<file path="src/umi_defines.svh">
// bus widths, memory depth and command codes; include in any file that sizes UMI signals
`ifndef UMI_DEFINES_SVH
`define UMI_DEFINES_SVH

//############################################################
// bus widths
//############################################################

`define UMI_AW 32     // address width
`define UMI_DW 32     // data width, also one packet word
`define UMI_UW 128    // packet: header, dst, src, data

// local register memory depth in words
`define UMI_MEM_WORDS 16

//############################################################
// command codes
//############################################################

`define UMI_REQ_WRITE 8'h03   // posted write, no response
`define UMI_REQ_READ  8'h01   // read request
`define UMI_RESP_READ 8'h21   // read response back to requester

`endif
</file>
<file path="src/mem_pkg.sv">
// local memory types shared by the endpoint and the register memory
`include "umi_defines.svh"

package mem_pkg;

   // word index into local memory
   // taken from byte address bits 5 to 2
   typedef logic [$clog2(`UMI_MEM_WORDS)-1:0] mem_index_t;

   // memory commit state
   typedef enum logic {
      mem_idle = 1'b0,   // ready for a request
      mem_busy = 1'b1    // committing the last write
   } mem_state_e;

endpackage

</file>
<file path="src/umi_pkg.sv">
// packet layout types: header union and word slots, used by pack, unpack and the testbench
`include "umi_defines.svh"

package umi_pkg;

   // header fields, command sits in the low byte
   typedef struct packed {
      logic [19:0] options;   // transaction options
      logic [3:0]  size;      // log2 of bytes, 2 for one word
      logic [7:0]  command;   // opcode
   } umi_header_s;

   // same header word, decoded as fields or handled raw
   typedef union packed {
      umi_header_s        fields;
      logic [`UMI_DW-1:0] word;
   } umi_header_u;

   // word slots inside a packet, slot 0 in the low bits
   typedef enum logic [1:0] {
      word_hdr  = 2'd0,   // header
      word_dst  = 2'd1,   // destination address
      word_src  = 2'd2,   // source address
      word_data = 2'd3    // payload
   } umi_word_e;

   // lowest packet bit of a word slot
   function automatic int unsigned word_lsb(umi_word_e slot);
      return int'(slot) * `UMI_DW;
   endfunction

endpackage

</file>
<file path="src/umi_mem_top.sv">
// subsystem top: UMI endpoint in front of the local register memory on one device port
`include "umi_defines.svh"

module umi_mem_top
  (
   input  logic               clk,
   input  logic               nreset,
   // request side
   input  logic               udev_req_valid,
   input  logic [`UMI_UW-1:0] udev_req_packet,
   output logic               udev_req_ready,
   // response side
   output logic               udev_resp_valid,
   output logic [`UMI_UW-1:0] udev_resp_packet,
   input  logic               udev_resp_ready
   );

   // endpoint to memory
   mem_pkg::mem_index_t loc_index;
   logic                loc_write;
   logic [`UMI_DW-1:0]  loc_wrdata;
   logic [`UMI_DW-1:0]  loc_rddata;
   logic                loc_ready;

   umi_endpoint #(.reg_out(1'b1)) umi_endpoint_i
     (.clk              (clk),
      .nreset           (nreset),
      .udev_req_valid   (udev_req_valid),
      .udev_req_packet  (udev_req_packet),
      .udev_req_ready   (udev_req_ready),
      .udev_resp_valid  (udev_resp_valid),
      .udev_resp_packet (udev_resp_packet),
      .udev_resp_ready  (udev_resp_ready),
      .loc_index        (loc_index),
      .loc_write        (loc_write),
      .loc_read         (),             // memory reads are combinational
      .loc_wrdata       (loc_wrdata),
      .loc_rddata       (loc_rddata),
      .loc_ready        (loc_ready));

   umi_regmem umi_regmem_i
     (.clk        (clk),
      .nreset     (nreset),
      .loc_index  (loc_index),
      .loc_write  (loc_write),
      .loc_wrdata (loc_wrdata),
      .loc_rddata (loc_rddata),
      .loc_ready  (loc_ready));

endmodule

</file>
<file path="src/umi_regmem.sv">
// 16-word register memory, busy for one cycle after each write to model commit time
`include "umi_defines.svh"

module umi_regmem
  (
   input  logic                clk,
   input  logic                nreset,
   input  mem_pkg::mem_index_t loc_index,    // word index
   input  logic                loc_write,    // write strobe
   input  logic [`UMI_DW-1:0]  loc_wrdata,   // write data
   output logic [`UMI_DW-1:0]  loc_rddata,   // read data
   output logic                loc_ready     // low while committing
   );

   logic [`UMI_DW-1:0]  mem [`UMI_MEM_WORDS];   // storage
   mem_pkg::mem_state_e state;                 // commit state
   logic                wr_en;                 // write actually taken

   assign wr_en = loc_write & loc_ready;   // ignore strobes while busy

   //############################################################
   // busy tracking
   //############################################################

   // one busy cycle per write, a write can never follow directly
   always_ff @(posedge clk or negedge nreset)
   begin
      if (!nreset)
         state <= mem_pkg::mem_idle;
      else if (wr_en)
         state <= mem_pkg::mem_busy;
      else
         state <= mem_pkg::mem_idle;
   end

   assign loc_ready = (state == mem_pkg::mem_idle);

   //############################################################
   // storage
   //############################################################

   // contents come up zero
   always_ff @(posedge clk or negedge nreset)
   begin
      if (!nreset)
      begin
         for (int i = 0; i < `UMI_MEM_WORDS; i++)
            mem[i] <= '0;
      end
      else if (wr_en)
         mem[loc_index] <= loc_wrdata;
   end

   assign loc_rddata = mem[loc_index];   // async read

endmodule

</file>
<file path="src/umi_endpoint.sv">
// simple UMI endpoint: device-port requests to memory strobes, read responses held under back-pressure
`include "umi_defines.svh"

module umi_endpoint
  #(parameter bit reg_out = 1'b1)   // 1 registers the read data
  (
   input  logic                clk,
   input  logic                nreset,
   // device port
   input  logic                udev_req_valid,
   input  logic [`UMI_UW-1:0]  udev_req_packet,
   output logic                udev_req_ready,
   output logic                udev_resp_valid,
   output logic [`UMI_UW-1:0]  udev_resp_packet,
   input  logic                udev_resp_ready,
   // local memory port
   output mem_pkg::mem_index_t loc_index,    // word index
   output logic                loc_write,    // write strobe
   output logic                loc_read,     // read strobe
   output logic [`UMI_DW-1:0]  loc_wrdata,   // write data
   input  logic [`UMI_DW-1:0]  loc_rddata,   // read data, combinational
   input  logic                loc_ready     // memory not busy
   );

   // unpacked request
   logic [7:0]         req_command;
   logic [3:0]         req_size;
   logic [19:0]        req_options;
   logic [`UMI_AW-1:0] req_dstaddr;
   logic [`UMI_AW-1:0] req_srcaddr;
   logic [`UMI_DW-1:0] req_data;

   logic               is_write;    // write opcode seen
   logic               rd_accept;   // read taken this cycle

   // response payload
   logic [3:0]         size_out;
   logic [19:0]        options_out;
   logic [`UMI_AW-1:0] dstaddr_out;
   logic [`UMI_DW-1:0] resp_data;

   //############################################################
   // request decode
   //############################################################

   umi_unpack umi_unpack_i
     (.packet  (udev_req_packet),
      .command (req_command),
      .size    (req_size),
      .options (req_options),
      .dstaddr (req_dstaddr),
      .srcaddr (req_srcaddr),
      .data    (req_data));

   assign is_write = (req_command == `UMI_REQ_WRITE);   // anything else is a read

   // strobes only while the response side can take more
   assign loc_write  = is_write & udev_req_valid & udev_resp_ready;
   assign loc_read   = ~is_write & udev_req_valid & udev_resp_ready;
   assign loc_index  = mem_pkg::mem_index_t'(req_dstaddr[5:2]);   // word address
   assign loc_wrdata = req_data;

   assign udev_req_ready = loc_ready & udev_resp_ready;   // stall on busy or back-pressure
   assign rd_accept      = loc_read & loc_ready;

   //############################################################
   // response handshake
   //############################################################

   // set on accepted read, clear once taken, a new read overrides the clear
   always_ff @(posedge clk or negedge nreset)
   begin
      if (!nreset)
         udev_resp_valid <= 1'b0;
      else if (rd_accept)
         udev_resp_valid <= 1'b1;
      else if (udev_resp_valid & udev_resp_ready)
         udev_resp_valid <= 1'b0;
   end

   // header and return address, only on accept so a held response stays put
   always_ff @(posedge clk)
   begin
      if (rd_accept)
      begin
         size_out    <= req_size;
         options_out <= req_options;
         dstaddr_out <= req_srcaddr;   // reply goes to the requester
      end
   end

   // optional pipestage on read data
   if (reg_out)
   begin : g_data_reg
      logic [`UMI_DW-1:0] data_out;
      always_ff @(posedge clk)
      begin
         if (rd_accept)
            data_out <= loc_rddata;   // word as it was at accept
      end
      assign resp_data = data_out;
   end
   else
   begin : g_data_comb
      assign resp_data = loc_rddata;
   end

   umi_pack umi_pack_i
     (.command (`UMI_RESP_READ),
      .size    (size_out),
      .options (options_out),
      .dstaddr (dstaddr_out),
      .srcaddr ({`UMI_AW{1'b0}}),   // endpoint has no own address
      .data    (resp_data),
      .packet  (udev_resp_packet));

endmodule

</file>
<file path="src/umi_pack.sv">
// response packet builder from header fields, addresses and data, combinational
`include "umi_defines.svh"

module umi_pack
  (
   input  logic [7:0]         command,   // opcode
   input  logic [3:0]         size,      // transfer size
   input  logic [19:0]        options,   // options field
   input  logic [`UMI_AW-1:0] dstaddr,   // where the packet goes
   input  logic [`UMI_AW-1:0] srcaddr,   // who sends it
   input  logic [`UMI_DW-1:0] data,      // payload
   output logic [`UMI_UW-1:0] packet     // assembled packet
   );

   umi_pkg::umi_header_u hdr;   // header, built through fields

   always_comb
   begin
      hdr.fields.command = command;
      hdr.fields.size    = size;
      hdr.fields.options = options;
   end

   // place each word in its slot
   always_comb
   begin
      packet = '0;
      packet[umi_pkg::word_lsb(umi_pkg::word_hdr) +: `UMI_DW]  = hdr.word;
      packet[umi_pkg::word_lsb(umi_pkg::word_dst) +: `UMI_AW]  = dstaddr;
      packet[umi_pkg::word_lsb(umi_pkg::word_src) +: `UMI_AW]  = srcaddr;
      packet[umi_pkg::word_lsb(umi_pkg::word_data) +: `UMI_DW] = data;
   end

endmodule

</file>
<file path="src/umi_unpack.sv">
// request packet decoder: header fields, addresses and data, purely combinational
`include "umi_defines.svh"

module umi_unpack
  (
   input  logic [`UMI_UW-1:0] packet,    // incoming packet
   output logic [7:0]         command,   // opcode
   output logic [3:0]         size,      // transfer size
   output logic [19:0]        options,   // options field
   output logic [`UMI_AW-1:0] dstaddr,   // target address
   output logic [`UMI_AW-1:0] srcaddr,   // requester address
   output logic [`UMI_DW-1:0] data       // write payload
   );

   umi_pkg::umi_header_u hdr;   // header word, read through fields

   //############################################################
   // header decode
   //############################################################

   assign hdr.word = packet[umi_pkg::word_lsb(umi_pkg::word_hdr) +: `UMI_DW];

   assign command = hdr.fields.command;
   assign size    = hdr.fields.size;
   assign options = hdr.fields.options;

   //############################################################
   // address and data words
   //############################################################

   assign dstaddr = packet[umi_pkg::word_lsb(umi_pkg::word_dst) +: `UMI_AW];
   assign srcaddr = packet[umi_pkg::word_lsb(umi_pkg::word_src) +: `UMI_AW];
   assign data    = packet[umi_pkg::word_lsb(umi_pkg::word_data) +: `UMI_DW];

endmodule

</file>
<file path="config.mk">
export PLATFORM = sky130hd
export DESIGN_NAME = umi_mem_top
export DESIGN_NICKNAME = d
export VERILOG_FILES = /design/src/mem_pkg.sv /design/src/umi_pkg.sv /design/src/umi_mem_top.sv /design/src/umi_regmem.sv /design/src/umi_endpoint.sv /design/src/umi_pack.sv /design/src/umi_unpack.sv
export VERILOG_INCLUDE_DIRS = /design/src /design/src/src
export SDC_FILE = /design/constraint.sdc
export NUM_CORES = 1
export LEC_CHECK = 0
export ABC_AREA = 1
export BUFFER_PORTS_ARGS = -buffer_cell sky130_fd_sc_hd__buf_2
export CORE_MARGIN = 2
export CORE_UTILIZATION = 51
export DETAILED_ROUTE_END_ITERATION = 16
export GPL_TIMING_DRIVEN = 0
export PLACE_DENSITY = 0.73
export SLEW_MARGIN = 20
export SYNTH_ARGS = -nofsm -noshare
export SYNTH_HDL_FRONTEND = slang
export SYNTH_SLANG_ARGS = --single-unit
</file>
<file path="constraint.sdc">
create_clock -name clk -period 5.1 [get_ports clk]
set_input_delay 1.02 -clock clk [delete_from_list [all_inputs] [get_ports clk]]
set_output_delay 1.02 -clock clk [all_outputs]
set_load 0.01 [all_outputs]
</file>
==> results of run 1 <==
[cells in the mapped netlist]
| cell type | count | area (µm²) |
|---|---|---|
| buf_1 | 21 | 78.8 |
| buf_2 | 133 | 666 |
| buf_4 | 48 | 360 |
| clkbuf_1 | 211 | 792 |
| conb_1 | 2 | 7.51 |
| dfrtp_1 | 514 | 12900 |
| edfxtp_1 | 88 | 2640 |
| inv_1 | 68 | 255 |
| inv_2 | 6 | 22.5 |
| nand2_1 | 2410 | 9050 |
| nand2_2 | 1 | 6.26 |
| nand3_1 | 14 | 70.1 |
| nand3_2 | 3 | 30.0 |
| nand4_1 | 512 | 3200 |
| nor2_1 | 10 | 37.5 |
| nor2_2 | 11 | 68.8 |
| nor2_4 | 1 | 11.3 |
| nor3_1 | 1 | 5.00 |
| o21ai_0 | 1 | 5.00 |
[critical path, delay by kind of cell]
family | cells | cell delay, ps
buffers and inverters | 5 | 1780
AND/OR/NAND/NOR | 5 | 670
[path summary, 6_finish.rpt]
| path | start | endpoint | slack [ps] | cells after the start |
|---|---|---|---|---|
| min in group clk | umi_regmem_i.mem[199]$_DFFE_PN0P_ | umi_regmem_i.mem[199]$_DFFE_PN0P_ | 470 | 2 |
| max reg2reg | umi_regmem_i.state$_DFF_PN0_ | umi_regmem_i.mem[446]$_DFFE_PN0P_ | 2760 | 8 |
| min reg2reg | umi_regmem_i.mem[199]$_DFFE_PN0P_ | umi_regmem_i.mem[199]$_DFFE_PN0P_ | 470 | 2 |
| min | nreset | umi_regmem_i.mem[423]$_DFFE_PN0P_ | 240 | 1 |
| max in group asynchronous | nreset | umi_regmem_i.mem[60]$_DFFE_PN0P_ | 3220 | 4 |
| max | udev_req_packet[35] | umi_endpoint_i.g_data_reg.data_out[0]$_DFFE_PP_ | 2070 | 10 |
[layout make-up]
type,instances,share of cell area
tap,773,0.0279
clock buffer,94,0.0564
clock inverter,26,0.00867
multi-input combinational,3004,0.365
sequential,602,0.448
timing repair buffer,170,0.0312
inverter,74,0.00802
antenna,1,0.0000723
buffer,413,0.0548
[where the power goes]
part           leakage (nW)  internal [mW]  switching, mW
registers              8.02           4.93         0.0149
clock network          1.11           3.02           2.01
logic                  10.3          0.152          0.573
total                  19.4           8.10           2.59
[stage by stage]
| step | hold WS (ps) | setup TNS, ps | power (mW) | setup slack [ps] | instance area [µm²] |
|---|---|---|---|---|---|
| 6_report | 243 | 0 | 10.7 | 2070 | 34600 |
| 3_3_place_gp | 453 | -4048580 | 5.71 | -7800 | 32100 |
| 5_1_grt | 250 | 0 | 11.0 | 1980 | 34600 |
| 4_1_cts | 227 | 0 | 10.7 | 2260 | 34600 |
| 3_5_place_dp | 458 | 0 | 5.74 | 1630 | 32400 |
| 2_1_floorplan | 442 | 0 | 5.37 | 780 | 30300 |
[cell families after synthesis]
| kind of cell | after synthesis |
|---|---|
| DFF | 602 |
| buffers and inverters | 487 |
| other | 2 |
| and+or+nand+nor | 2963 |
| AOI/OAI and AO/OA | 1 |
[flip-flops by register name, summed over array words and instances (netlist names)]
name	flops
umi_endpoint_i.dstaddr_out	32
umi_endpoint_i.size_out	4
umi_endpoint_i.options_out	20
umi_endpoint_i.g_data_reg.data_out	32
umi_regmem_i.mem	512
umi_endpoint_i.udev_resp_valid	1
umi_regmem_i.state	1
[metal layers]
| layer | share of wire | wire length, µm | vias to the layer above |
|---|---|---|---|
| met2 | 0.43 | 42600 | 1602 |
| li1 | - | - | 13493 |
| met3 | 0.11 | 11000 | 288 |
| met4 | 0.053 | 5240 | 2 |
| met5 | 0.00013 | 13 | - |
| met1 | 0.41 | 40800 | 13815 |
==> tab_implementation.tex, run 1 <==
\begin{tabular}{lr}
\hline
Metric & Value \\
\hline
\multicolumn{2}{l}{\textbf{Final layout}} \\
Final \#Nets & 4,464 \\
Storage element area & 0.0155 mm² \\
Area of combinational cells with multiple inputs & 0.0126 mm² \\
Most common cell after layout, fill and taps aside & nand2\_1 \\
Share of layout cells above drive strength 1 & 0.107 \\
Utilization of the core after routing & 0.589 \\
Layout Area Growth over Synthesis & 14.8\% \\
Most used cells in the layout excluding fill and tap cells & nand2\_1, dfrtp\_1, nand4\_1 \\
Finished Layout Cells & 5,157 \\
Count of filler cells inserted in the layout & 5,393 \\
\multicolumn{2}{l}{\textbf{Logic synthesis}} \\
Number of flip-flops and latches in the synthesized netlist & 602 \\
Mean Syn Cell Area & 7.44 µm² \\
Post-synthesis xor/xnor area fraction & 0 \\
Post-synthesis instance area & 0.0302 mm² \\
Register area share after synthesis & 0.514 \\
Fraction of synthesized area in multiplexers & 0 \\
Area fraction in compound gates after synthesis & 0.000166 \\
Number of instances in the synthesized netlist & 4,055 \\
Fraction of the mapped netlist area in simple logic gates & 0.414 \\
Dominant combinational cell family by area after synthesis & simple AND/OR/NAND/NOR gates \\
Count of distinct cell types in the synthesized netlist & 19 \\
Synth Warn \# & 0 \\
Synthesized-area fraction occupied by adder cells & 0 \\
\multicolumn{2}{l}{\textbf{STA}} \\
Count of pins over their slew limit & 0 \\
Minimum period implied by the final worst setup slack & 3030 ps \\
Final Hold Viols & 0 \\
Share of the clock period used by the worst path after layout & 0.594 \\
Relative slew slack & 0.250 \\
Unrepaired setup endpoints after global routing & no \\
Number of failing setup endpoints in the final timing report & 0 \\
Achievable frequency & 0.330 GHz \\
Actual slew at the worst max-slew pin & 1120 ps \\
Clock skew after layout & 20.0 ps \\
\multicolumn{2}{l}{\textbf{Global routing}} \\
GR Layer Usage met2 & 0.491 \\
GR Util met1 & 0.451 \\
Met3 capacity usage during global routing & 0.0678 \\
Number of global-route vias before repair & 27,359 \\
Largest net degree at the start of global routing & 98 \\
Layer with the highest usage after global routing & met2 \\
Leftover overflow at the end of global routing & 0 \\
Initial antenna violation count & 3 \\
Gr usage total & 0.329 \\
Wire length of the first global-routing pass & 154,000 µm \\
\multicolumn{2}{l}{\textbf{Route}} \\
Routed WL per cell & 19.3 µm \\
DR DRC count & 0 \\
Detailed-route via count & 29,200 \\
Avg Vias per Cell & 5.66 \\
Post-DRT Antenna Nets & 0 \\
Number of DRC markers in iteration 0 & 3,493 \\
Iteration count of the initial detailed-routing pass & 6 \\
Aggregate routed wire length & 99,600 µm \\
\multicolumn{2}{l}{\textbf{Run}} \\
Maximum capacitance violations & 0 \\
\multicolumn{2}{l}{\textbf{Setup path}} \\
Crit-path cells & buf\_2, inv\_2, clkbuf\_1, clkbuf\_1, nand2\_1, nand2\_1, nand2\_1, nand2\_1, inv\_1, nand2\_1 \\
Most frequent cell on the critical path & nand2\_1 \\
Slowest cell on crit path & clkbuf\_1 \\
Category of the critical setup timing path & input pin to register \\
Crit Path Max Fanout & 10 \\
Arr. time, crit path & 3480 ps \\
Setup crit start kind & input pin \\
Required time at the endpoint of the critical path & 5550 ps \\
Endpoint type of the worst setup path & register \\
Max incr delay on CP & 780 ps \\
\multicolumn{2}{l}{\textbf{Place}} \\
Count of port buffers added during placement & 160 \\
Half-perimeter wire length after placement & 73,600 µm \\
Number of cells after detailed placement & 5,036 \\
Global placement routability congestion & 0.943 \\
\multicolumn{2}{l}{\textbf{Clocking}} \\
Clock network latency to the later pin of the worst-skew pair & 620 ps \\
Clk Tree Root Cell & clkbuf\_16 \\
Num CTS Buffers & 67 \\
CTS max path bufs & 3 \\
Clk slew on worst S/H paths & 60 ps \\
Count of clock tree sinks & 602 \\
CTS tree & built \\
Total number of H-tree levels & 3 \\
Buffers inserted by post-CTS timing repair & 0 \\
Hold-fix buffers, CTS & 0 \\
Post-cts repair resize count & 0 \\
\multicolumn{2}{l}{\textbf{Floorplan}} \\
Die Span X & 247 µm \\
Number of top-level design ports & 262 \\
Initial cell density of the core & 0.513 \\
Row count & 89 \\
Floorplan die area & 0.0611 mm² \\
Core footprint & 0.0588 mm² \\
Y dimension of the die & 247 µm \\
\multicolumn{2}{l}{\textbf{Min path}} \\
Worst Hold Class & input pin to async pin \\
\multicolumn{2}{l}{\textbf{Pwr}} \\
Leakage Power & 19.4 nW \\
Pwr dens & 309 mW/mm² \\
Worst supply voltage drop on vdd & 0.000244 V \\
\multicolumn{2}{l}{\textbf{Run status}} \\
Result of the run & finished clean \\
\hline
\end{tabular}
Power figures use the tool's default switching activity.
==> inputs of run 2 (changes only) <==
Settings changed: ABC_AREA 1 to 0.
Clock period 5.1 ns to 2.63 ns, I/O delays scaled along.
==> tab_implementation.tex, run 2 <==
\begin{tabular}{lr}
\hline
Metric & Value \\
\hline
\multicolumn{2}{l}{\textbf{Run status}} \\
Result of the run & finished clean \\
\multicolumn{2}{l}{\textbf{Setup path}} \\
Setup crit start kind & input pin \\
Minimum setup slack among reg-to-reg paths & 80 ps (-2680 ps) \\
Number of cells on the worst reg-to-reg path & 4 (-4) \\
Arr. time, crit path & 3080 ps (-400 ps) \\
Endpoint type of the worst setup path & register \\
Crit Path Max Fanout & 10 (unchanged) \\
Required time at the endpoint of the critical path & 3140 ps (-2410 ps) \\
Category of the critical setup timing path & input pin to register \\
\multicolumn{2}{l}{\textbf{Logic synthesis}} \\
Synth Warn \# & 0 (unchanged) \\
Mean Syn Cell Area & 16.9 µm² (+130\%) \\
Most numerous cell in the Yosys netlist & dfrtp\_1 \\
Number of instances in the synthesized netlist & 1,559 (-62\%) \\
Area contributors post-synth & dfrtp\_1, mux2\_2, mux4\_2, edfxtp\_1, mux2\_1 \\
Number of flops mapped to enable cells by yosys & 88 (unchanged) \\
Register area share after synthesis & 0.588 (+0.0743) \\
Commonest cells in the synthesized netlist & dfrtp\_1, mux2\_2, mux4\_2 \\
Asr flop ratio synth & 0.854 (unchanged) \\
Top cell type's share of synthesized area & 0.488 (+0.0616) \\
Post-synthesis instance area & 0.0264 mm² (-13\%) \\
Dominant register cell in the synthesized netlist & dfrtp\_1 \\
Number of flip-flops and latches in the synthesized netlist & 602 (unchanged) \\
Count of distinct cell types in the synthesized netlist & 28 (+9) \\
Library cell occupying the most area in the post-synthesis netlist & dfrtp\_1 \\
\multicolumn{2}{l}{\textbf{Pwr}} \\
Final Power & 19.0 mW (+78\%) \\
Pwr dens & 621 mW/mm² (+100\%) \\
Leakage Power & 14.8 nW (-24\%) \\
Worst supply voltage drop on vdd & 0.000492 V (+100\%) \\
\multicolumn{2}{l}{\textbf{Route}} \\
Iteration count of the initial detailed-routing pass & 5 (-1) \\
Number of DRC markers in iteration 0 & 958 (-73\%) \\
Aggregate routed wire length & 63,100 µm (-37\%) \\
Detailed-route via count & 14,980 (-49\%) \\
Post-DRT Antenna Nets & 0 (unchanged) \\
Avg Vias per Cell & 5.77 (+1.9\%) \\
DR DRC count & 0 (unchanged) \\
Routed WL per cell & 24.3 µm (+26\%) \\
\multicolumn{2}{l}{\textbf{Final layout}} \\
Most common cell after layout, fill and taps aside & dfrtp\_1 \\
Biggest register & umi\_regmem\_i.mem \\
Share of layout cells above drive strength 1 & 0.534 (+0.426) \\
Max FFs per register & 512 (unchanged) \\
Registers with the highest flip-flop counts & umi\_regmem\_i.mem (512), umi\_endpoint\_i.dstaddr\_out (32), umi\_endpoint\_i.g\_data\_reg.data\_out (32) \\
Most used cells in the layout excluding fill and tap cells & dfrtp\_1, mux2\_2, buf\_2 \\
Final \#Nets & 1,993 (-55\%) \\
Layout Area Growth over Synthesis & 16.3\% \\
\multicolumn{2}{l}{\textbf{Global routing}} \\
Largest net degree at the start of global routing & 105 (+7.1\%) \\
Gr usage total & 0.240 (-0.0886) \\
Wire length of the first global-routing pass & 96,000 µm (-37\%) \\
Initial antenna violation count & 6 (+3) \\
Leftover overflow at the end of global routing & 0 (unchanged) \\
Number of global-route vias before repair & 15,929 (-42\%) \\
\multicolumn{2}{l}{\textbf{STA}} \\
Actual slew at the worst max-slew pin & 993 ps (-129 ps) \\
Count of pins over their slew limit & 0 (unchanged) \\
Minimum period implied by the final worst setup slack & 2570 ps \\
Unrepaired setup endpoints after global routing & yes \\
Final Hold Viols & 0 (unchanged) \\
Share of the clock period used by the worst path after layout & 0.978 \\
Number of failing setup endpoints in the final timing report & 0 (unchanged) \\
Achievable frequency & 0.389 GHz \\
Clock skew after layout & 23.9 ps (+3.85 ps) \\
Fin worst setup slack & 57.3 ps (-2010 ps) \\
Relative slew slack & 0.338 (+0.0886) \\
\multicolumn{2}{l}{\textbf{Place}} \\
Global placement routability congestion & 0.778 (-18\%) \\
Half-perimeter wire length after placement & 41,200 µm (-44\%) \\
Count of port buffers added during placement & 191 (+19\%) \\
Post-Place Setup Slack & -862 ps (-2490 ps) \\
\multicolumn{2}{l}{\textbf{Clocking}} \\
Buffers inserted by post-CTS timing repair & 0 (unchanged) \\
CTS max path bufs & 3 (unchanged) \\
Total number of H-tree levels & 2 (-1) \\
Clk Tree Root Cell & clkbuf\_16 \\
Clock network latency to the later pin of the worst-skew pair & 630 ps (about the same) \\
CTS tree & built \\
Num CTS Buffers & 61 (-9.0\%) \\
Clk slew on worst S/H paths & 60 ps (about the same) \\
Count of clock tree sinks & 602 (unchanged) \\
\multicolumn{2}{l}{\textbf{Floorplan}} \\
Row count & 83 (-6.7\%) \\
Initial cell density of the core & 0.515 (+0.00174) \\
Floorplan die area & 0.0535 mm² (-12\%) \\
Y dimension of the die & 231 µm (-6.4\%) \\
Number of top-level design ports & 262 (unchanged) \\
Die Span X & 231 µm (-6.4\%) \\
Core footprint & 0.0512 mm² (-13\%) \\
\multicolumn{2}{l}{\textbf{Run}} \\
Maximum capacitance violations & 0 (unchanged) \\
\multicolumn{2}{l}{\textbf{Min path}} \\
Worst Hold Class & input pin to register \\
Count of cells along the worst hold path & 1 \\
\hline
\end{tabular}
## run 2: cell types whose count changed after synthesis, moves of 12 or more
cell      previous run  this run
mux4_2               0       128
nand4_1            512         1
buf_6                0        26
nand3_1             14         0
inv_1               68         1
clkbuf_1           211        64
buf_1               21         4
a22oi_1              0        64
buf_2              133        37
nor4_4               0        12
mux2_1               0        53
nand2_1           2410        32
mux2_2               0       459
## run 2: timing repair
action | in CTS | in global routing
resized for setup | 9 | 23
endpoints found under the hold margin | 47 | 0
hold buffers | 1 | 0
setup endpoints to repair | 29 | 69
## run 2: worst paths after layout
kind,startpoint,endpoint
max,udev_req_packet[7],umi_regmem_i.mem[465]$_DFFE_PN0P_
min,udev_req_packet[93],umi_endpoint_i.dstaddr_out[29]$_DFFE_PP_
max reg2reg,umi_regmem_i.state$_DFF_PN0_,umi_regmem_i.mem[465]$_DFFE_PN0P_
min reg2reg,umi_regmem_i.mem[182]$_DFFE_PN0P_,umi_regmem_i.mem[182]$_DFFE_PN0P_
max in group asynchronous,nreset,umi_regmem_i.mem[13]$_DFFE_PN0P_
min in group asynchronous,nreset,umi_regmem_i.mem[317]$_DFFE_PN0P_
## run 2: kinds of logic (layout without fill, tap and decap cells)
family / count (synthesis) / count (layout) / share of synthesized area
AOI/OAI and AO/OA: 65 / 65 / 0.0185
buffers and inverters: 175 / 491 / 0.0402
DFF: 602 / 602 / 0.588
muxes: 640 / 640 / 0.328
other: 2 / 43 / 0.000285
and+or+nand+nor: 75 / 75 / 0.0248
## run 2: power by group
| group | internal [mW] | switching, mW |
|---|---|---|
| combinational | 0.329 | 0.670 |
| clock | 4.87 | 3.58 |
| sequential | 9.55 | 0.0289 |
| total | 14.8 | 4.28 |
## run 2: metrics by stage
step	area, µm²	setup TNS [ps]	hold slack, ps	util	cells
CTS	30600	-136	33.2	0.598	2593
global route	30700	-91.8	52.8	0.599	2594
global placement	28400	-4882840	462	0.554	2468
floorplan	26600	-13230	230	-	1597
finish	30700	0	69.4	0.599	2596
detailed placement	28600	-199860	468	0.559	2477
## run 2: worst max-delay path, cell delays in order
cell and delay [ps]:
buf_2 110, or4_1 640, buf_6 220, nor4_2 650, buf_2 530, mux2_2 390
## run 2: layer usage
layer  vias up  track usage  wire, µm
met5         -            0        33
met4         4       0.0883      2020
met3       129       0.0554      4280
met2       471        0.392     30600
met1      7979        0.316     26100
li1       6397            -         -
## run 2: final cells by class
cell class / count / area, µm²
fill: 3839 / 20500
sequential: 602 / 15500
multi-input combinational: 820 / 9970
clock buffer: 89 / 1770
timing repair buffer: 201 / 1220
buffer: 174 / 1130
tap: 680 / 851
clock inverter: 26 / 203
antenna: 3 / 7.51
inverter: 1 / 3.75
